$ cat src/design/lsu_replay_consts.svh
/*
 * LSU replay path constants
 * Queue depth and the field widths shared by the replay queue blocks
 */

`ifndef LSU_REPLAY_CONSTS_SVH
`define LSU_REPLAY_CONSTS_SVH

// --------------------
// Queue geometry
// --------------------
`define LSU_RQ_DEPTH 8
`define LSU_RQ_PTR_W 3

// --------------------
// Payload widths
// --------------------
`define LSU_PADDR_W 34
`define LSU_INST_W 32
`define LSU_CMT_ID_W 6

// One mask bit per branch tag
`define LSU_BR_TAGS 4

// One-hot index with one bit per miss unit entry
`define LSU_MISSU_ENTRIES 4

`endif

$ cat src/design/lsu_replay_pkg.sv
/*
 * LSU replay types
 * Width typedefs and the hazard type encoding
 */

`include "lsu_replay_consts.svh"

package lsu_replay_pkg;

    // --------------------
    // Payload vectors
    // --------------------
    typedef logic [`LSU_PADDR_W-1:0] paddr_t;
    typedef logic [`LSU_INST_W-1:0] inst_t;
    typedef logic [`LSU_CMT_ID_W-1:0] cmt_id_t;

    // Branch dependence with bit n set when the op sits under tag n
    typedef logic [`LSU_BR_TAGS-1:0] brmask_t;

    // Miss unit entry the op waits on
    typedef logic [`LSU_MISSU_ENTRIES-1:0] missu_oh_t;

    // Also used for the pacing counters
    typedef logic [`LSU_RQ_PTR_W-1:0] rq_ptr_t;

    // --------------------
    // Hazard types
    // --------------------
    typedef enum logic [2:0] {
        HAZ_STQ_NONFWD     = 3'd0,
        HAZ_RMW_ORDER      = 3'd1,
        HAZ_L1D_CONFLICT   = 3'd2,
        HAZ_MISSU_FULL     = 3'd3,
        HAZ_MISSU_ASSIGNED = 3'd4
    } haz_t;

endpackage

$ cat src/design/ring_fifo.sv
/*
 * Ring FIFO
 * Circular buffer with occupancy count, head entry shown on o_data
 */

`timescale 1ns/1ps

module ring_fifo #(
    parameter int DEPTH = 8,
    parameter int WIDTH = 32
) (
    input  logic             i_clk,
    input  logic             i_reset_n,
    input  logic             i_push,
    input  logic [WIDTH-1:0] i_data,
    input  logic             i_pop,
    output logic [WIDTH-1:0] o_data,
    output logic             o_empty,
    output logic             o_full
);

    localparam int PTR_W = (DEPTH > 1) ? $clog2(DEPTH) : 1;
    localparam int CNT_W = $clog2(DEPTH + 1);
    localparam logic [PTR_W-1:0] PTR_LAST = PTR_W'(DEPTH - 1);

    logic [WIDTH-1:0] r_mem [DEPTH];
    logic [PTR_W-1:0] r_head;
    logic [PTR_W-1:0] r_tail;
    logic [CNT_W-1:0] r_count;
    logic             w_push_ok;
    logic             w_pop_ok;

    // Overflow and underflow requests are dropped
    assign w_push_ok = i_push & ~o_full;
    assign w_pop_ok  = i_pop & ~o_empty;

    always_ff @(posedge i_clk) begin
        if (w_push_ok) begin
            r_mem[r_tail] <= i_data;
        end
    end

    always_ff @(posedge i_clk or negedge i_reset_n) begin
        if (!i_reset_n) begin
            r_head  <= '0;
            r_tail  <= '0;
            r_count <= '0;
        end else begin
            if (w_push_ok) begin
                r_tail <= (r_tail == PTR_LAST) ? '0 : r_tail + 1'b1;
            end
            if (w_pop_ok) begin
                r_head <= (r_head == PTR_LAST) ? '0 : r_head + 1'b1;
            end
            case ({w_push_ok, w_pop_ok})
                2'b10:   r_count <= r_count + 1'b1;
                2'b01:   r_count <= r_count - 1'b1;
                default: r_count <= r_count;
            endcase
        end
    end

    assign o_data  = r_mem[r_head];
    assign o_empty = (r_count == '0);
    assign o_full  = (r_count == CNT_W'(DEPTH));

endmodule

$ cat src/design/replay_entry_tags.sv
/*
 * Replay entry tags
 * Per-slot valid, dead, commit id and branch mask with flush marking
 */

`timescale 1ns/1ps

`include "lsu_replay_consts.svh"

module replay_entry_tags #(
    parameter int DEPTH = `LSU_RQ_DEPTH
) (
    input  logic                          i_clk,
    input  logic                          i_reset_n,
    input  logic                          i_push,
    input  lsu_replay_pkg::rq_ptr_t       i_push_ptr,
    input  lsu_replay_pkg::cmt_id_t       i_push_cmt_id,
    input  lsu_replay_pkg::brmask_t       i_push_br_mask,
    input  logic                          i_pop,
    input  lsu_replay_pkg::rq_ptr_t       i_pop_ptr,
    input  logic                          i_commit_flush,
    input  logic                          i_br_update,
    input  logic [$clog2(`LSU_BR_TAGS)-1:0] i_br_tag,
    input  logic                          i_br_mispredict,
    output logic                          o_head_dead,
    output lsu_replay_pkg::cmt_id_t       o_head_cmt_id,
    output lsu_replay_pkg::brmask_t       o_head_br_mask
);

    logic                    r_valid   [DEPTH];
    logic                    r_dead    [DEPTH];
    lsu_replay_pkg::cmt_id_t r_cmt_id  [DEPTH];
    lsu_replay_pkg::brmask_t r_br_mask [DEPTH];
    logic                    w_br_kill;
    logic                    w_br_clear;

    assign w_br_kill  = i_br_update & i_br_mispredict;
    assign w_br_clear = i_br_update & ~i_br_mispredict;

    // --------------------
    // Valid and dead marks
    // --------------------
    always_ff @(posedge i_clk or negedge i_reset_n) begin
        if (!i_reset_n) begin
            for (int i = 0; i < DEPTH; i++) begin
                r_valid[i] <= 1'b0;
                r_dead[i]  <= 1'b0;
            end
        end else begin
            for (int i = 0; i < DEPTH; i++) begin
                if (i_push && (i_push_ptr == lsu_replay_pkg::rq_ptr_t'(i))) begin
                    r_valid[i] <= 1'b1;
                    r_dead[i]  <= 1'b0;
                end else if (i_pop && (i_pop_ptr == lsu_replay_pkg::rq_ptr_t'(i))) begin
                    // A transfer in the flush cycle still completes
                    r_valid[i] <= 1'b0;
                end else if (r_valid[i] &&
                             (i_commit_flush || (w_br_kill && r_br_mask[i][i_br_tag]))) begin
                    r_dead[i] <= 1'b1;
                end
            end
        end
    end

    // --------------------
    // Commit id and mask
    // --------------------
    always_ff @(posedge i_clk) begin
        for (int i = 0; i < DEPTH; i++) begin
            if (i_push && (i_push_ptr == lsu_replay_pkg::rq_ptr_t'(i))) begin
                // New entry keeps the bit even if resolved this cycle
                r_cmt_id[i]  <= i_push_cmt_id;
                r_br_mask[i] <= i_push_br_mask;
            end else if (w_br_clear) begin
                r_br_mask[i][i_br_tag] <= 1'b0;
            end
        end
    end

    assign o_head_dead    = r_valid[i_pop_ptr] & r_dead[i_pop_ptr];
    assign o_head_cmt_id  = r_cmt_id[i_pop_ptr];
    assign o_head_br_mask = r_br_mask[i_pop_ptr];

endmodule

$ cat src/design/replay_wakeup.sv
/*
 * Replay wakeup
 * Pacing counters and the issue decision for the head entry
 */

`timescale 1ns/1ps

module replay_wakeup (
    input  logic                      i_clk,
    input  logic                      i_reset_n,
    input  logic                      i_empty,
    input  logic                      i_pop,
    input  lsu_replay_pkg::haz_t      i_head_typ,
    input  lsu_replay_pkg::missu_oh_t i_head_missu_oh,
    input  lsu_replay_pkg::rq_ptr_t   i_head_gap,
    input  logic                      i_missu_resolve_valid,
    input  lsu_replay_pkg::missu_oh_t i_missu_resolve_oh,
    input  logic                      i_missu_full,
    input  logic                      i_stq_resolve,
    output logic                      o_head_ready,
    output lsu_replay_pkg::rq_ptr_t   o_insert_gap
);

    lsu_replay_pkg::rq_ptr_t r_ins_cnt;
    lsu_replay_pkg::rq_ptr_t r_since_pop;
    logic                    w_pace_hit;

    // --------------------
    // Pacing counters
    // --------------------
    always_ff @(posedge i_clk or negedge i_reset_n) begin
        if (!i_reset_n) begin
            r_ins_cnt   <= '0;
            r_since_pop <= '0;
        end else begin
            // Idle queue restarts the gap
            r_ins_cnt   <= i_empty ? '0 : r_ins_cnt + 1'b1;
            r_since_pop <= i_pop ? '0 : r_since_pop + 1'b1;
        end
    end

    assign o_insert_gap = r_ins_cnt;

    // Modulo 8 match on the arrival spacing
    assign w_pace_hit = (i_head_gap != '0) && (r_since_pop == i_head_gap);

    always_comb begin
        o_head_ready = 1'b0;
        if (!i_empty) begin
            if (w_pace_hit) begin
                o_head_ready = 1'b1;
            end else begin
                case (i_head_typ)
                    lsu_replay_pkg::HAZ_STQ_NONFWD,
                    lsu_replay_pkg::HAZ_RMW_ORDER:      o_head_ready = i_stq_resolve;
                    lsu_replay_pkg::HAZ_L1D_CONFLICT:   o_head_ready = 1'b1;
                    lsu_replay_pkg::HAZ_MISSU_FULL:     o_head_ready = ~i_missu_full;
                    lsu_replay_pkg::HAZ_MISSU_ASSIGNED: begin
                        o_head_ready = i_missu_resolve_valid &
                                       (i_missu_resolve_oh == i_head_missu_oh);
                    end
                    default:                            o_head_ready = 1'b0;
                endcase
            end
        end
    end

endmodule

$ cat src/design/lsu_replay_queue.sv
/*
 * LSU replay queue
 * Parks hazarded memory ops and re-issues them as their hazards clear
 */

`timescale 1ns/1ps

`include "lsu_replay_consts.svh"

module lsu_replay_queue #(
    parameter int DEPTH = `LSU_RQ_DEPTH
) (
    input  logic                            i_clk,
    input  logic                            i_reset_n,
    // Hazard input from the pipeline
    input  logic                            i_haz_valid,
    input  lsu_replay_pkg::inst_t           i_haz_inst,
    input  lsu_replay_pkg::paddr_t          i_haz_paddr,
    input  lsu_replay_pkg::haz_t            i_haz_typ,
    input  lsu_replay_pkg::missu_oh_t       i_haz_missu_oh,
    input  lsu_replay_pkg::cmt_id_t         i_haz_cmt_id,
    input  lsu_replay_pkg::brmask_t         i_haz_br_mask,
    output logic                            o_haz_full,
    // Events
    input  logic                            i_commit_flush,
    input  logic                            i_br_update,
    input  logic [$clog2(`LSU_BR_TAGS)-1:0] i_br_tag,
    input  logic                            i_br_mispredict,
    input  logic                            i_missu_resolve_valid,
    input  lsu_replay_pkg::missu_oh_t       i_missu_resolve_oh,
    input  logic                            i_missu_full,
    input  logic                            i_stq_resolve,
    // Replay request to the pipeline
    output logic                            o_req_valid,
    output lsu_replay_pkg::inst_t           o_req_inst,
    output lsu_replay_pkg::paddr_t          o_req_paddr,
    output lsu_replay_pkg::haz_t            o_req_typ,
    output lsu_replay_pkg::missu_oh_t       o_req_missu_oh,
    output lsu_replay_pkg::cmt_id_t         o_req_cmt_id,
    output lsu_replay_pkg::brmask_t         o_req_br_mask,
    input  logic                            i_req_ready
);

    localparam int FIFO_W = $bits(lsu_replay_pkg::inst_t) + $bits(lsu_replay_pkg::paddr_t) +
                            $bits(lsu_replay_pkg::haz_t) + $bits(lsu_replay_pkg::missu_oh_t) +
                            $bits(lsu_replay_pkg::rq_ptr_t);
    localparam lsu_replay_pkg::rq_ptr_t PTR_LAST = lsu_replay_pkg::rq_ptr_t'(DEPTH - 1);

    lsu_replay_pkg::rq_ptr_t r_push_ptr;
    lsu_replay_pkg::rq_ptr_t r_pop_ptr;
    lsu_replay_pkg::rq_ptr_t w_insert_gap;
    lsu_replay_pkg::rq_ptr_t w_head_gap;
    logic [FIFO_W-1:0]       w_wr_data;
    logic [FIFO_W-1:0]       w_rd_data;
    logic                    w_empty;
    logic                    w_full;
    logic                    w_push;
    logic                    w_pop;
    logic                    w_head_ready;
    logic                    w_head_dead;

    // --------------------
    // Handshakes
    // --------------------
    assign o_haz_full  = w_full;
    assign w_push      = i_haz_valid & ~w_full;
    assign o_req_valid = w_head_ready & ~w_head_dead;
    // Dead head drains without a request
    assign w_pop       = (o_req_valid & i_req_ready) | (~w_empty & w_head_dead);

    always_ff @(posedge i_clk or negedge i_reset_n) begin
        if (!i_reset_n) begin
            r_push_ptr <= '0;
            r_pop_ptr  <= '0;
        end else begin
            if (w_push) begin
                r_push_ptr <= (r_push_ptr == PTR_LAST) ? '0 : r_push_ptr + 1'b1;
            end
            if (w_pop) begin
                r_pop_ptr <= (r_pop_ptr == PTR_LAST) ? '0 : r_pop_ptr + 1'b1;
            end
        end
    end

    // --------------------
    // Payload storage
    // --------------------
    assign w_wr_data = {i_haz_inst, i_haz_paddr, i_haz_typ, i_haz_missu_oh, w_insert_gap};

    ring_fifo #(
        .DEPTH (DEPTH),
        .WIDTH (FIFO_W)
    ) u_fifo (
        .i_clk     (i_clk),
        .i_reset_n (i_reset_n),
        .i_push    (w_push),
        .i_data    (w_wr_data),
        .i_pop     (w_pop),
        .o_data    (w_rd_data),
        .o_empty   (w_empty),
        .o_full    (w_full)
    );

    assign {o_req_inst, o_req_paddr, o_req_typ, o_req_missu_oh, w_head_gap} = w_rd_data;

    replay_entry_tags #(
        .DEPTH (DEPTH)
    ) u_tags (
        .i_clk           (i_clk),
        .i_reset_n       (i_reset_n),
        .i_push          (w_push),
        .i_push_ptr      (r_push_ptr),
        .i_push_cmt_id   (i_haz_cmt_id),
        .i_push_br_mask  (i_haz_br_mask),
        .i_pop           (w_pop),
        .i_pop_ptr       (r_pop_ptr),
        .i_commit_flush  (i_commit_flush),
        .i_br_update     (i_br_update),
        .i_br_tag        (i_br_tag),
        .i_br_mispredict (i_br_mispredict),
        .o_head_dead     (w_head_dead),
        .o_head_cmt_id   (o_req_cmt_id),
        .o_head_br_mask  (o_req_br_mask)
    );

    replay_wakeup u_wakeup (
        .i_clk                 (i_clk),
        .i_reset_n             (i_reset_n),
        .i_empty               (w_empty),
        .i_pop                 (w_pop),
        .i_head_typ            (o_req_typ),
        .i_head_missu_oh       (o_req_missu_oh),
        .i_head_gap            (w_head_gap),
        .i_missu_resolve_valid (i_missu_resolve_valid),
        .i_missu_resolve_oh    (i_missu_resolve_oh),
        .i_missu_full          (i_missu_full),
        .i_stq_resolve         (i_stq_resolve),
        .o_head_ready          (w_head_ready),
        .o_insert_gap          (w_insert_gap)
    );

endmodule

$ cat src/design/lsu_replay_top.sv
/*
 * LSU replay top level
 */

`timescale 1ns/1ps

`include "lsu_replay_consts.svh"

module lsu_replay_top (
    input  logic                            i_clk,
    input  logic                            i_reset_n,
    input  logic                            i_haz_valid,
    input  lsu_replay_pkg::inst_t           i_haz_inst,
    input  lsu_replay_pkg::paddr_t          i_haz_paddr,
    input  lsu_replay_pkg::haz_t            i_haz_typ,
    input  lsu_replay_pkg::missu_oh_t       i_haz_missu_oh,
    input  lsu_replay_pkg::cmt_id_t         i_haz_cmt_id,
    input  lsu_replay_pkg::brmask_t         i_haz_br_mask,
    output logic                            o_haz_full,
    input  logic                            i_commit_flush,
    input  logic                            i_br_update,
    input  logic [$clog2(`LSU_BR_TAGS)-1:0] i_br_tag,
    input  logic                            i_br_mispredict,
    input  logic                            i_missu_resolve_valid,
    input  lsu_replay_pkg::missu_oh_t       i_missu_resolve_oh,
    input  logic                            i_missu_full,
    input  logic                            i_stq_resolve,
    output logic                            o_req_valid,
    output lsu_replay_pkg::inst_t           o_req_inst,
    output lsu_replay_pkg::paddr_t          o_req_paddr,
    output lsu_replay_pkg::haz_t            o_req_typ,
    output lsu_replay_pkg::missu_oh_t       o_req_missu_oh,
    output lsu_replay_pkg::cmt_id_t         o_req_cmt_id,
    output lsu_replay_pkg::brmask_t         o_req_br_mask,
    input  logic                            i_req_ready
);

    lsu_replay_queue #(
        .DEPTH (`LSU_RQ_DEPTH)
    ) u_replay_queue (
        .i_clk                 (i_clk),
        .i_reset_n             (i_reset_n),
        .i_haz_valid           (i_haz_valid),
        .i_haz_inst            (i_haz_inst),
        .i_haz_paddr           (i_haz_paddr),
        .i_haz_typ             (i_haz_typ),
        .i_haz_missu_oh        (i_haz_missu_oh),
        .i_haz_cmt_id          (i_haz_cmt_id),
        .i_haz_br_mask         (i_haz_br_mask),
        .o_haz_full            (o_haz_full),
        .i_commit_flush        (i_commit_flush),
        .i_br_update           (i_br_update),
        .i_br_tag              (i_br_tag),
        .i_br_mispredict       (i_br_mispredict),
        .i_missu_resolve_valid (i_missu_resolve_valid),
        .i_missu_resolve_oh    (i_missu_resolve_oh),
        .i_missu_full          (i_missu_full),
        .i_stq_resolve         (i_stq_resolve),
        .o_req_valid           (o_req_valid),
        .o_req_inst            (o_req_inst),
        .o_req_paddr           (o_req_paddr),
        .o_req_typ             (o_req_typ),
        .o_req_missu_oh        (o_req_missu_oh),
        .o_req_cmt_id          (o_req_cmt_id),
        .o_req_br_mask         (o_req_br_mask),
        .i_req_ready           (i_req_ready)
    );

endmodule

$ cat config.mk
export PLATFORM = sky130hd
export DESIGN_NAME = lsu_replay_top
export DESIGN_NICKNAME = d
export VERILOG_FILES = /design/src/design/lsu_replay_pkg.sv /design/src/design/ring_fifo.sv /design/src/design/replay_entry_tags.sv /design/src/design/replay_wakeup.sv /design/src/design/lsu_replay_queue.sv /design/src/design/lsu_replay_top.sv
export VERILOG_INCLUDE_DIRS = /design/src /design/src/design
export SDC_FILE = /design/constraint.sdc
export NUM_CORES = 1
export LEC_CHECK = 0
export BUFFER_PORTS_ARGS = -buffer_cell sky130_fd_sc_hd__buf_2
export CAP_MARGIN = 20
export CELL_PAD_IN_SITES_DETAIL_PLACEMENT = 1
export CELL_PAD_IN_SITES_GLOBAL_PLACEMENT = 2
export CORE_MARGIN = 2
export CORE_UTILIZATION = 40
export CTS_CLUSTER_DIAMETER = 150
export CTS_CLUSTER_SIZE = 16
export DETAILED_ROUTE_END_ITERATION = 6
export GPL_ROUTABILITY_DRIVEN = 0
export PLACE_DENSITY = 0.75
export SLEW_MARGIN = 20
export SYNTH_ARGS = -nofsm -noshare
export SYNTH_HDL_FRONTEND = slang
export SYNTH_SLANG_ARGS = --single-unit
$ cat constraint.sdc
create_clock -name i_clk -period 11.1 [get_ports i_clk]
set_input_delay 1.665 -clock i_clk [delete_from_list [all_inputs] [get_ports i_clk]]
set_output_delay 1.665 -clock i_clk [all_outputs]
set_load 0.1 [all_outputs]
==> metrics.txt, run 1 <==
# TYPE chip_impl_metric gauge
chip_impl_info{name="tritoncts",value="built"} 1
chip_impl_metric{name="post_dp_cell_area",unit="sq um"} 30800
chip_impl_metric{name="max_slew_margin",unit="%"} 31.8
chip_impl_metric{name="cp_max_fo",unit=""} 36
chip_impl_info{name="synth_top_flop_cell",value="edfxtp_1"} 1
chip_impl_info{name="cts_root_buf",value="clkbuf_16"} 1
chip_impl_metric{name="fin_worst_skew",unit="ps"} 14.7
chip_impl_metric{name="grt_first_pass_wirelength",unit="microns"} 97400
chip_impl_metric{name="synth_area",unit="sq um"} 28700
chip_impl_metric{name="die_width",unit="microns"} 272
chip_impl_metric{name="groute.usage.overall",unit="%"} 17.5
chip_impl_info{name="timing.setup.critical_path_class",value="register to output port"} 1
chip_impl_info{name="hold_path_end",value="u_replay_queue.u_tags.r_dead[0]"} 1
chip_impl_metric{name="placedCellCount",unit=""} 2462
chip_impl_metric{name="cts_buffers",unit=""} 51
chip_impl_metric{name="seq_area_frac_synth",unit="%"} 75.2
chip_impl_metric{name="tightest_slew",unit="ps"} 1020
chip_impl_metric{name="drt_iter0_drc",unit=""} 1175
chip_impl_metric{name="critical_path.n_buffers_inverters",unit=""} 2
chip_impl_info{name="worst_path_max_delay_cell",value="dfrtp_4"} 1
chip_impl_metric{name="fin_crit",unit="ps"} 6090
chip_impl_metric{name="clock_tree.buffer_depth",unit=""} 3
chip_impl_metric{name="met2RoutedLength",unit="microns"} 33100
chip_impl_metric{name="portBuffers",unit=""} 183
chip_impl_info{name="r2r-end",value="u_replay_queue.u_fifo.r_count[3]"} 1
chip_impl_info{name="cp-end-kind",value="output port"} 1
chip_impl_metric{name="maxSlewViolCount",unit=""} 0
chip_impl_metric{name="design.die.area",unit="sq um"} 73900
chip_impl_metric{name="multi_input_area",unit="sq um"} 6780
chip_impl_info{name="outcome",value="finished, final reports clean"} 1
chip_impl_metric{name="timing.final.hold_violations",unit=""} 0
chip_impl_metric{name="r2r_slack",unit="ps"} 6170
chip_impl_metric{name="io_pins",unit=""} 184
chip_impl_metric{name="start_util",unit="%"} 40.3
chip_impl_metric{name="critical_path_arrival",unit="ps"} 4430
chip_impl_info{name="synth_top_family_by_area",value="multiplexers"} 1
chip_impl_info{name="hold_path.class",value="register to register"} 1
chip_impl_metric{name="fp-row-count",unit=""} 98
chip_impl_metric{name="drive_gt1_share",unit="%"} 33.9
chip_impl_metric{name="finalNetCount",unit=""} 1686
chip_impl_metric{name="drt-total-wl",unit="microns"} 63900
chip_impl_metric{name="cts-htree-levels",unit=""} 2
chip_impl_metric{name="grt_antenna_before_repair",unit=""} 9
chip_impl_info{name="rsz0062_at_grt",value="false"} 1
chip_impl_info{name="source_of_the_worst_register_to_register_timing_path",value="u_replay_queue.u_fifo.r_head[0]"} 1
chip_impl_metric{name="edff_count_synth",unit=""} 684
chip_impl_metric{name="flow.area_growth_from_synthesis",unit="%"} 12.4
chip_impl_metric{name="hold_path_depth",unit=""} 2
chip_impl_metric{name="synth-warning-count",unit=""} 0
chip_impl_metric{name="final.period_utilization",unit="%"} 54.9
chip_impl_metric{name="vias_per_cell",unit=""} 5.38
chip_impl_metric{name="synth_top_area_share",unit="%"} 71.6
chip_impl_metric{name="maximum_number_of_pins_on_one_net_before_global_route_repair",unit=""} 75
chip_impl_metric{name="cp_data_required_time",unit="ps"} 9440
chip_impl_metric{name="proportion_of_synthesized_area_in_mux_cells",unit="%"} 17.4
chip_impl_info{name="start_kind",value="register"} 1
chip_impl_metric{name="max_cap_viol_count",unit=""} 0
chip_impl_metric{name="antenna_violating_nets_post_route",unit=""} 0
chip_impl_metric{name="synth_xor_xnor_area_share",unit="%"} 0.366
chip_impl_metric{name="synth_compound_gate_area_share",unit="%"} 2.18
chip_impl_metric{name="num_vias",unit=""} 13700
chip_impl_metric{name="hpwlAfterDp",unit="microns"} 37600
chip_impl_info{name="synth_top_area_cell",value="edfxtp_1"} 1
chip_impl_metric{name="crit_path_largest_cell_delay",unit="ps"} 860
chip_impl_metric{name="post_synthesis_simple_gate_area_fraction",unit="%"} 2.56
chip_impl_metric{name="max_freq",unit="GHz"} 0.164
chip_impl_metric{name="drt_first_pass_iters",unit=""} 4
chip_impl_metric{name="synth-adder-area-share",unit="%"} 0.986
chip_impl_metric{name="timing.final.setup_violations",unit=""} 0
chip_impl_info{name="cp_cell_sequence",value="buf_4 > mux4_2 > mux2_2 > nor3_2 > nand4_4 > a211oi_1 > buf_2"} 1
chip_impl_metric{name="met3RoutedLength",unit="microns"} 2920
chip_impl_metric{name="synthesis.instances",unit=""} 1370
chip_impl_metric{name="fin_cells",unit=""} 2549
chip_impl_metric{name="syn-num-nets",unit=""} 1491
chip_impl_metric{name="postLayoutCellArea",unit="sq um"} 32200
chip_impl_metric{name="asyncSetResetFlopFracSynth",unit="%"} 5.23
chip_impl_metric{name="dieHeight",unit="microns"} 272
chip_impl_metric{name="clk_pin_slew",unit="ps"} 80
chip_impl_info{name="min_from",value="u_replay_queue.u_tags.r_dead[0]"} 1
chip_impl_metric{name="drt_wl_cell",unit="microns"} 25.1
chip_impl_metric{name="synth.avg_cell_area",unit="sq um"} 20.9
chip_impl_metric{name="route.layer.met1.wl",unit="microns"} 26200
chip_impl_metric{name="timing.reg2reg.worst_path_depth",unit=""} 14
chip_impl_metric{name="drt_drc_violations_left",unit=""} 0
chip_impl_metric{name="synth_cell_type_count",unit=""} 50
chip_impl_info{name="highest-signal-layer",value="met5"} 1
chip_impl_metric{name="clk-insertion-delay-late",unit="ps"} 630
chip_impl_metric{name="aggregate_global_routing_overflow",unit=""} 0
chip_impl_metric{name="holdWs",unit="ps"} 495
chip_impl_metric{name="fin_tns_setup",unit="ps"} 0
chip_impl_metric{name="cts-hold-fix-buffers",unit=""} 0
chip_impl_metric{name="fillCellCount",unit=""} 6617
chip_impl_metric{name="seq_area",unit="sq um"} 21600
chip_impl_metric{name="post-cts-setup-buffer-count",unit=""} 0
chip_impl_metric{name="core",unit="sq um"} 71200
chip_impl_info{name="worst_path_dominant_cell_family",value="buffers and inverters"} 1
chip_impl_metric{name="ys_ff_latch",unit=""} 726
chip_impl_metric{name="post_cts_resized",unit=""} 0
chip_impl_metric{name="cts_num_sinks",unit=""} 726
chip_impl_info{name="synth.top_cells.by_area",value="edfxtp_1 72%, mux4_2 14%, dfrtp_1 3.3%"} 1
chip_impl_metric{name="first_global_vias",unit=""} 15100
## layer usage
layer,up-vias,track usage (%)
li1,5954,-
met1,7379,22.6
met2,278,30.5
met3,95,2.90
met4,10,5.21
met5,-,0
## final cells by class
| cell class | count | share of cell area (%) |
|---|---|---|
| clock buffer | 79 | 4.35 |
| inverter | 31 | 0.361 |
| multi-input combinational | 548 | 21.0 |
| clock inverter | 4 | 0.202 |
| antenna | 4 | 0.0310 |
| sequential | 726 | 66.9 |
| tap | 950 | 3.69 |
| timing repair buffer | 207 | 3.41 |
## cells in the final DEF, fill, tap and decap left out, types with 23 or more instances in the layout
| cell type | instances |
|---|---|
| edfxtp_1 | 684 |
| nand2_1 | 100 |
| dfrtp_1 | 35 |
| mux2_2 | 72 |
| mux4_2 | 177 |
| clkbuf_16 | 52 |
| buf_2 | 183 |
| buf_4 | 23 |
| clkbuf_1 | 27 |
| inv_1 | 31 |
## cell usage after synthesis (5+ instances only)
master / number
edfxtp_1: 684
mux4_2: 177
nand2_1: 100
mux2_2: 72
clkbuf_1: 42
dfrtp_1: 38
inv_1: 31
a21boi_0: 21
ha_1: 21
nor2_1: 19
buf_1: 18
nand3_1: 15
o21ai_0: 14
a21oi_1: 12
a31oi_1: 10
mux2i_1: 9
nor2b_1: 9
o41ai_1: 8
xnor2_1: 8
nor3_1: 7
mux2_4: 5
## cells by family (layout without fill, tap and decap cells)
logic type / count (synthesis) / count (layout)
flip-flops: 726 / 726
AO/OA/AOI/OAI: 85 / 85
other: 0 / 4
multiplexers: 264 / 264
AND/OR/NAND/NOR: 165 / 165
buffers and inverters: 96 / 321
XOR/XNOR: 12 / 12
adder cells (fa/ha/maj): 22 / 22
## flip-flops by register name (all words and copies together), names as in the netlist
name                                  count
u_replay_queue.u_tags.r_cmt_id           48
u_replay_queue.u_tags.r_valid             8
u_replay_queue.u_fifo.r_mem             608
u_replay_queue.u_tags.r_dead              8
u_replay_queue.u_fifo.r_tail              3
u_replay_queue.u_wakeup.r_since_pop       3
u_replay_queue.u_wakeup.o_insert_gap      3
u_replay_queue.u_fifo.r_count             4
u_replay_queue.u_fifo.r_head              3
u_replay_queue.u_tags.r_br_mask          32
u_replay_queue.r_push_ptr                 3
u_replay_queue.r_pop_ptr                  3
## metrics by stage
step	setup slack (ps)	utilization, %
after floorplan	1080	-
after global placement	5560	43.2
after detailed placement	5530	43.2
after CTS	4820	45.2
after global routing	4660	45.3
final	5010	45.3
## worst max-delay path by stage
stage	startpoint	end	cells after the start
finish	u_replay_queue.u_fifo.r_head[0]	o_req_valid	7
detailed placement	u_replay_queue.u_fifo.r_head[0]	o_req_valid	8
floorplan	i_haz_valid	u_replay_queue.u_fifo.r_mem[0][0]	4
CTS	u_replay_queue.u_fifo.r_head[0]	o_req_valid	8
global route	u_replay_queue.u_fifo.r_head[0]	o_req_valid	8
global placement	u_replay_queue.u_fifo.r_head[0]	o_req_valid	8
## worst min-delay path: cells and delay by family, from the launching register on
kind | cells | cell delay (ps)
AND/OR/NAND/NOR | 1 | 60
flip-flops | 1 | 350
AO/OA/AOI/OAI | 1 | 50
Power of run 1 is left out: the tool's default activity adds up to more than one toggle a clock period on the data nets, which glitch-free logic cannot reach.
==> inputs of run 2 (changes only) <==
PLACE_DENSITY = 0.77   (was 0.75)
clock period = 5.5 ns   (was 11.1 ns; I/O delays follow)
==> metrics.txt, run 2 (synthesized netlist as in run 1, its figures left out) <==
# TYPE chip_impl_metric gauge
chip_impl_metric{name="drt_first_pass_iters",unit=""} 5
chip_impl_metric{name="first_global_vias",unit=""} 15000
chip_impl_metric{name="max_cap_viol_count",unit=""} 0
chip_impl_info{name="outcome",value="finished, final reports clean"} 1
chip_impl_metric{name="die_width",unit="microns"} 272
chip_impl_metric{name="cts-htree-levels",unit=""} 2
chip_impl_metric{name="drt-total-wl",unit="microns"} 62700
chip_impl_metric{name="crit_path_largest_cell_delay",unit="ps"} 750
chip_impl_metric{name="drt_wl_cell",unit="microns"} 24.8
chip_impl_info{name="timing.setup.critical_path_class",value="register to output port"} 1
chip_impl_metric{name="post-cts-setup-buffer-count",unit=""} 0
chip_impl_metric{name="holdWs",unit="ps"} 305
chip_impl_metric{name="design.die.area",unit="sq um"} 73900
chip_impl_metric{name="fp-row-count",unit=""} 98
chip_impl_metric{name="critical_path_arrival",unit="ps"} 3860
chip_impl_metric{name="portBuffers",unit=""} 183
chip_impl_metric{name="post_cts_resized",unit=""} 0
chip_impl_info{name="largest-register",value="u_replay_queue.u_fifo.r_mem"} 1
chip_impl_metric{name="cp_max_fo",unit=""} 39
chip_impl_metric{name="timing.final.hold_violations",unit=""} 0
chip_impl_metric{name="dieHeight",unit="microns"} 272
chip_impl_metric{name="fin_worst_skew",unit="ps"} 36.6
chip_impl_metric{name="start_util",unit="%"} 40.3
chip_impl_metric{name="grt_util_met1",unit="%"} 22.2
chip_impl_metric{name="drt_drc_violations_left",unit=""} 0
chip_impl_info{name="layout_top_registers",value="u_replay_queue.u_fifo.r_mem: 608 flops, u_replay_queue.u_tags.r_cmt_id: 48 flops, u_replay_queue.u_tags.r_br_mask: 32 flops"} 1
chip_impl_metric{name="hpwlAfterDp",unit="microns"} 37900
chip_impl_metric{name="cts_num_sinks",unit=""} 726
chip_impl_metric{name="groute.usage.overall",unit="%"} 17.1
chip_impl_metric{name="drt_iter0_drc",unit=""} 950
chip_impl_metric{name="largest_register_ffs",unit=""} 608
chip_impl_metric{name="antenna_violating_nets_post_route",unit=""} 0
chip_impl_info{name="worst_path_max_delay_cell",value="dfrtp_4"} 1
chip_impl_metric{name="max_freq",unit="GHz"} 0.213
chip_impl_metric{name="detailedPlace.worstSlack",unit="ps"} 1100
chip_impl_metric{name="timing.final.setup_violations",unit=""} 0
chip_impl_info{name="layout_commonest_cell",value="edfxtp_1"} 1
chip_impl_metric{name="maximum_number_of_pins_on_one_net_before_global_route_repair",unit=""} 77
chip_impl_info{name="rsz0062_at_grt",value="false"} 1
chip_impl_metric{name="drive_gt1_share",unit="%"} 34.4
chip_impl_metric{name="grt_first_pass_wirelength",unit="microns"} 94800
chip_impl_metric{name="maxSlewViolCount",unit=""} 0
chip_impl_metric{name="max_slew_margin",unit="%"} 30.9
chip_impl_info{name="start_kind",value="register"} 1
chip_impl_metric{name="io_pins",unit=""} 184
chip_impl_metric{name="cts_buffers",unit=""} 51
chip_impl_metric{name="clk-insertion-delay-late",unit="ps"} 640
chip_impl_metric{name="fin_crit",unit="ps"} 4690
chip_impl_metric{name="clock_tree.buffer_depth",unit=""} 3
chip_impl_metric{name="timing.final.ws_setup",unit="ps"} 813
chip_impl_metric{name="flow.area_growth_from_synthesis",unit="%"} 12.7
chip_impl_info{name="cts_root_buf",value="clkbuf_16"} 1
chip_impl_metric{name="grt_antenna_before_repair",unit=""} 9
chip_impl_metric{name="cts-hold-fix-buffers",unit=""} 0
chip_impl_info{name="tritoncts",value="built"} 1
chip_impl_metric{name="core",unit="sq um"} 71200
chip_impl_metric{name="aggregate_global_routing_overflow",unit=""} 0
chip_impl_metric{name="finalNetCount",unit=""} 1686
chip_impl_info{name="critical-path-top-cell-by-count",value="a211oi_2"} 1
chip_impl_metric{name="core_utilization_of_the_finished_layout",unit="%"} 45.4
chip_impl_metric{name="grtUsageMet3",unit="%"} 3.36
chip_impl_metric{name="cp_data_required_time",unit="ps"} 4680
chip_impl_info{name="grt.busiest_layer",value="met2"} 1
chip_impl_metric{name="grt.met2_usage",unit="%"} 29.8
chip_impl_info{name="layout.cells.most_common_list",value="684 x edfxtp_1, 183 x buf_2, 177 x mux4_2, 100 x nand2_1, 72 x mux2_2"} 1
chip_impl_metric{name="final.period_utilization",unit="%"} 85.2
chip_impl_metric{name="num_vias",unit=""} 13600
chip_impl_info{name="cp-end-kind",value="output port"} 1
chip_impl_info{name="cp_cell_sequence",value="buf_4 > mux2i_1 > a211oi_2 > xnor2_1 > nand4_4 > a211oi_2 > buf_2"} 1
chip_impl_metric{name="tightest_slew",unit="ps"} 1030
chip_impl_info{name="hold_path.class",value="input pin to async pin"} 1
chip_impl_metric{name="clk_pin_slew",unit="ps"} 80
chip_impl_metric{name="vias_per_cell",unit=""} 5.37
==> run 2: cell types whose count changed in the layout (fill, tap and decap cells not counted), moves of 2 or more <==
cell        before  now
buf_4           23   15
a211oi_2         0    2
a211oi_1         3    1
buf_12           0    9
clkinvlp_4       2    0
clkbuf_1        27   10
diode_2          4    1
==> run 2: worst paths after layout <==
check	start	endpoint	slack [ps]	cells after the start
hold / removal	i_reset_n	u_replay_queue.u_tags.r_dead[0]	310	1
min in group i_clk	i_haz_cmt_id[3]	u_replay_queue.u_tags.r_cmt_id[0][3]	460	1
max in group asynchronous	i_reset_n	u_replay_queue.u_fifo.r_head[2]	4520	1
setup reg to reg	u_replay_queue.u_fifo.r_head[0]	u_replay_queue.u_fifo.r_count[3]	1260	13
hold reg to reg	u_replay_queue.u_tags.r_dead[6]	u_replay_queue.u_tags.r_dead[6]	490	2
setup / recovery	u_replay_queue.u_fifo.r_head[0]	o_req_valid	810	7
==> run 2: area by class of cell <==
class,count,area [sq um]
diodes,1,2.50
well taps,950,1190
flip-flops and latches,726,21600
multi-input cells,548,6810
clock inverters,4,91.3
repair buffers,207,1210
inverters,31,116
clock buffers,61,1310
fillers,6587,38900
==> run 2: critical path: cells and delay by family (launching register included) <==
family / cells / cell delay [ps]
xor+xnor: 1 / 200
mux: 1 / 220
simple gates: 1 / 260
buf+inv: 2 / 1180
flops: 1 / 750
compound gates: 2 / 600
==> run 2: metal layers <==
layer | wire [microns] | share of wire (%)
met1 | 26100 | 42
met2 | 32600 | 52
met3 | 2780 | 4.4
met4 | 1180 | 1.9
met5 | 75 | 0.12
==> run 2: stage by stage <==
| step | TNS (ps) | cell area [sq um] | std cells |
|---|---|---|---|
| CTS | 0 | 32300 | 2527 |
| floorplan | -409210 | 28700 | 1370 |
| detailed placement | 0 | 30900 | 2462 |
| global route | 0 | 32300 | 2528 |
| global placement | 0 | 30900 | 2462 |
| finish | 0 | 32300 | 2528 |
Power of run 2 is left out for the same reason.
==> inputs of run 3 (changes only) <==
ABC_AREA = 0   (was not set)
CTS_BUF_LIST = sky130_fd_sc_hd__clkbuf_4 sky130_fd_sc_hd__clkbuf_8 sky130_fd_sc_hd__clkbuf_16   (was not set)
==> metrics.txt, run 3 (synthesized netlist as in run 1, its figures left out) <==
# TYPE chip_impl_metric gauge
chip_impl_info{name="outcome",value="finished, final reports clean"} 1
chip_impl_metric{name="largest_register_ffs",unit=""} 608
chip_impl_metric{name="fp-row-count",unit=""} 98
chip_impl_info{name="tritoncts",value="built"} 1
chip_impl_metric{name="postLayoutCellArea",unit="sq um"} 32400
chip_impl_metric{name="post-cts-setup-buffer-count",unit=""} 0
chip_impl_info{name="worst_path_dominant_cell_family",value="buffers and inverters"} 1
chip_impl_metric{name="hpwlAfterDp",unit="microns"} 37900
chip_impl_metric{name="critical_path_arrival",unit="ps"} 3840
chip_impl_metric{name="post_cts_resized",unit=""} 0
chip_impl_metric{name="grt_antenna_before_repair",unit=""} 9
chip_impl_info{name="layout.cells.most_common_list",value="684 x edfxtp_1, 183 x buf_2, 177 x mux4_2, 100 x nand2_1, 72 x mux2_2"} 1
chip_impl_metric{name="cp_max_fo",unit=""} 39
chip_impl_metric{name="cts_num_sinks",unit=""} 726
chip_impl_info{name="grt.busiest_layer",value="met2"} 1
chip_impl_metric{name="io_pins",unit=""} 184
chip_impl_metric{name="timing.final.hold_violations",unit=""} 0
chip_impl_info{name="hold_path.class",value="input pin to async pin"} 1
chip_impl_metric{name="grt_first_pass_wirelength",unit="microns"} 94900
chip_impl_metric{name="r2r_slack",unit="ps"} 1270
chip_impl_metric{name="core_utilization_of_the_finished_layout",unit="%"} 45.4
chip_impl_metric{name="drt_wl_cell",unit="microns"} 24.8
chip_impl_metric{name="max_slew_margin",unit="%"} 31.1
chip_impl_info{name="critical-path-top-cell-by-count",value="a211oi_2"} 1
chip_impl_metric{name="critical_path.n_buffers_inverters",unit=""} 2
chip_impl_info{name="start_kind",value="register"} 1
chip_impl_metric{name="maxSlewViolCount",unit=""} 0
chip_impl_metric{name="portBuffers",unit=""} 183
chip_impl_metric{name="core",unit="sq um"} 71200
chip_impl_info{name="worst_path_max_delay_cell",value="dfrtp_4"} 1
chip_impl_metric{name="clock_tree.buffer_depth",unit=""} 3
chip_impl_metric{name="start_util",unit="%"} 40.3
chip_impl_metric{name="timing.final.setup_violations",unit=""} 0
chip_impl_info{name="largest-register",value="u_replay_queue.u_fifo.r_mem"} 1
chip_impl_metric{name="num_vias",unit=""} 13600
chip_impl_metric{name="grt_util_met1",unit="%"} 22.1
chip_impl_metric{name="maximum_number_of_pins_on_one_net_before_global_route_repair",unit=""} 77
chip_impl_metric{name="finalNetCount",unit=""} 1686
chip_impl_metric{name="drt_first_pass_iters",unit=""} 5
chip_impl_metric{name="drt_drc_violations_left",unit=""} 0
chip_impl_info{name="timing.setup.critical_path_class",value="register to output port"} 1
chip_impl_metric{name="drive_gt1_share",unit="%"} 35.0
chip_impl_metric{name="groute.usage.overall",unit="%"} 17.1
chip_impl_info{name="layout_commonest_cell",value="edfxtp_1"} 1
chip_impl_info{name="cts_root_buf",value="clkbuf_16"} 1
chip_impl_metric{name="grtUsageMet3",unit="%"} 3.39
chip_impl_metric{name="cp_data_required_time",unit="ps"} 4680
chip_impl_info{name="layout_top_registers",value="u_replay_queue.u_fifo.r_mem: 608 flops, u_replay_queue.u_tags.r_cmt_id: 48 flops, u_replay_queue.u_tags.r_br_mask: 32 flops"} 1
chip_impl_metric{name="antenna_violating_nets_post_route",unit=""} 0
chip_impl_info{name="rsz0062_at_grt",value="false"} 1
chip_impl_metric{name="tightest_slew",unit="ps"} 1030
chip_impl_info{name="cp-end-kind",value="output port"} 1
chip_impl_metric{name="final.period_utilization",unit="%"} 84.9
chip_impl_info{name="cp_cell_sequence",value="buf_4 > mux2i_1 > a211oi_2 > xnor2_1 > nand4_4 > a211oi_2 > buf_2"} 1
chip_impl_metric{name="fin_crit",unit="ps"} 4670
chip_impl_metric{name="fin_worst_skew",unit="ps"} 38.2
chip_impl_metric{name="max_freq",unit="GHz"} 0.214
chip_impl_metric{name="clk-insertion-delay-late",unit="ps"} 640
chip_impl_metric{name="vias_per_cell",unit=""} 5.37
chip_impl_metric{name="post_dp_cell_area",unit="sq um"} 30900
chip_impl_metric{name="aggregate_global_routing_overflow",unit=""} 0
chip_impl_metric{name="drt-total-wl",unit="microns"} 62700
chip_impl_metric{name="drt_iter0_drc",unit=""} 909
chip_impl_metric{name="design.die.area",unit="sq um"} 73900
chip_impl_metric{name="die_width",unit="microns"} 272
chip_impl_metric{name="flow.area_growth_from_synthesis",unit="%"} 12.8
chip_impl_metric{name="crit_path_largest_cell_delay",unit="ps"} 740
chip_impl_metric{name="first_global_vias",unit=""} 15000
chip_impl_metric{name="dieHeight",unit="microns"} 272
chip_impl_metric{name="max_cap_viol_count",unit=""} 0
chip_impl_metric{name="cts_buffers",unit=""} 51
chip_impl_metric{name="cts-htree-levels",unit=""} 2
chip_impl_metric{name="grt.met2_usage",unit="%"} 29.8
chip_impl_metric{name="clk_pin_slew",unit="ps"} 80
chip_impl_metric{name="cts-hold-fix-buffers",unit=""} 0
==> run 3: worst paths after layout <==
kind | start | end | cells past startpoint
setup / recovery | u_replay_queue.u_fifo.r_head[0] | o_req_valid | 7
hold / removal | i_reset_n | u_replay_queue.u_tags.r_dead[5] | 1
setup reg to reg | u_replay_queue.u_fifo.r_head[0] | u_replay_queue.u_fifo.r_count[3] | 13
hold reg to reg | u_replay_queue.u_tags.r_dead[6] | u_replay_queue.u_tags.r_dead[6] | 2
max in group asynchronous | i_reset_n | u_replay_queue.u_fifo.r_head[0] | 1
min in group i_clk | i_haz_inst[4] | u_replay_queue.u_fifo.r_mem[7][48] | 1
==> run 3: metal layers <==
layer / up-vias / part of all wire, %
met5: - / 0.12
met4: 14 / 1.9
met3: 95 / 4.2
met2: 219 / 52
met1: 7319 / 42
li1: 5930 / -
==> run 3: stage by stage <==
stage	hold WS, ps	instances	TNS, ps	setup WS (ps)
after floorplan	441	1370	-409210	-1640
after global placement	457	2462	0	1110
after detailed placement	476	2462	0	1100
after CTS	303	2527	0	634
after global routing	343	2528	0	475
final	300	2528	0	832
==> run 3: final cells by class <==
type,instances,area [sq um]
Tap cell,950,1190
Timing Repair Buffer,207,1210
Fill cell,6581,38900
Multi-Input combinational cell,548,6810
Clock buffer,61,1350
Antenna cell,1,2.50
Clock inverter,4,91.3
Inverter,31,116
Sequential cell,726,21600
==> run 3: worst reg2reg max path, delay by kind of cell, from the launching register on <==
family / cells / cell delay [ps]
flops: 1 / 740
mux: 1 / 220
buf+inv: 1 / 710
xor+xnor: 3 / 480
compound gates: 4 / 1140
fa+ha+maj: 2 / 520
simple gates: 2 / 330
Power of run 3 is left out for the same reason.
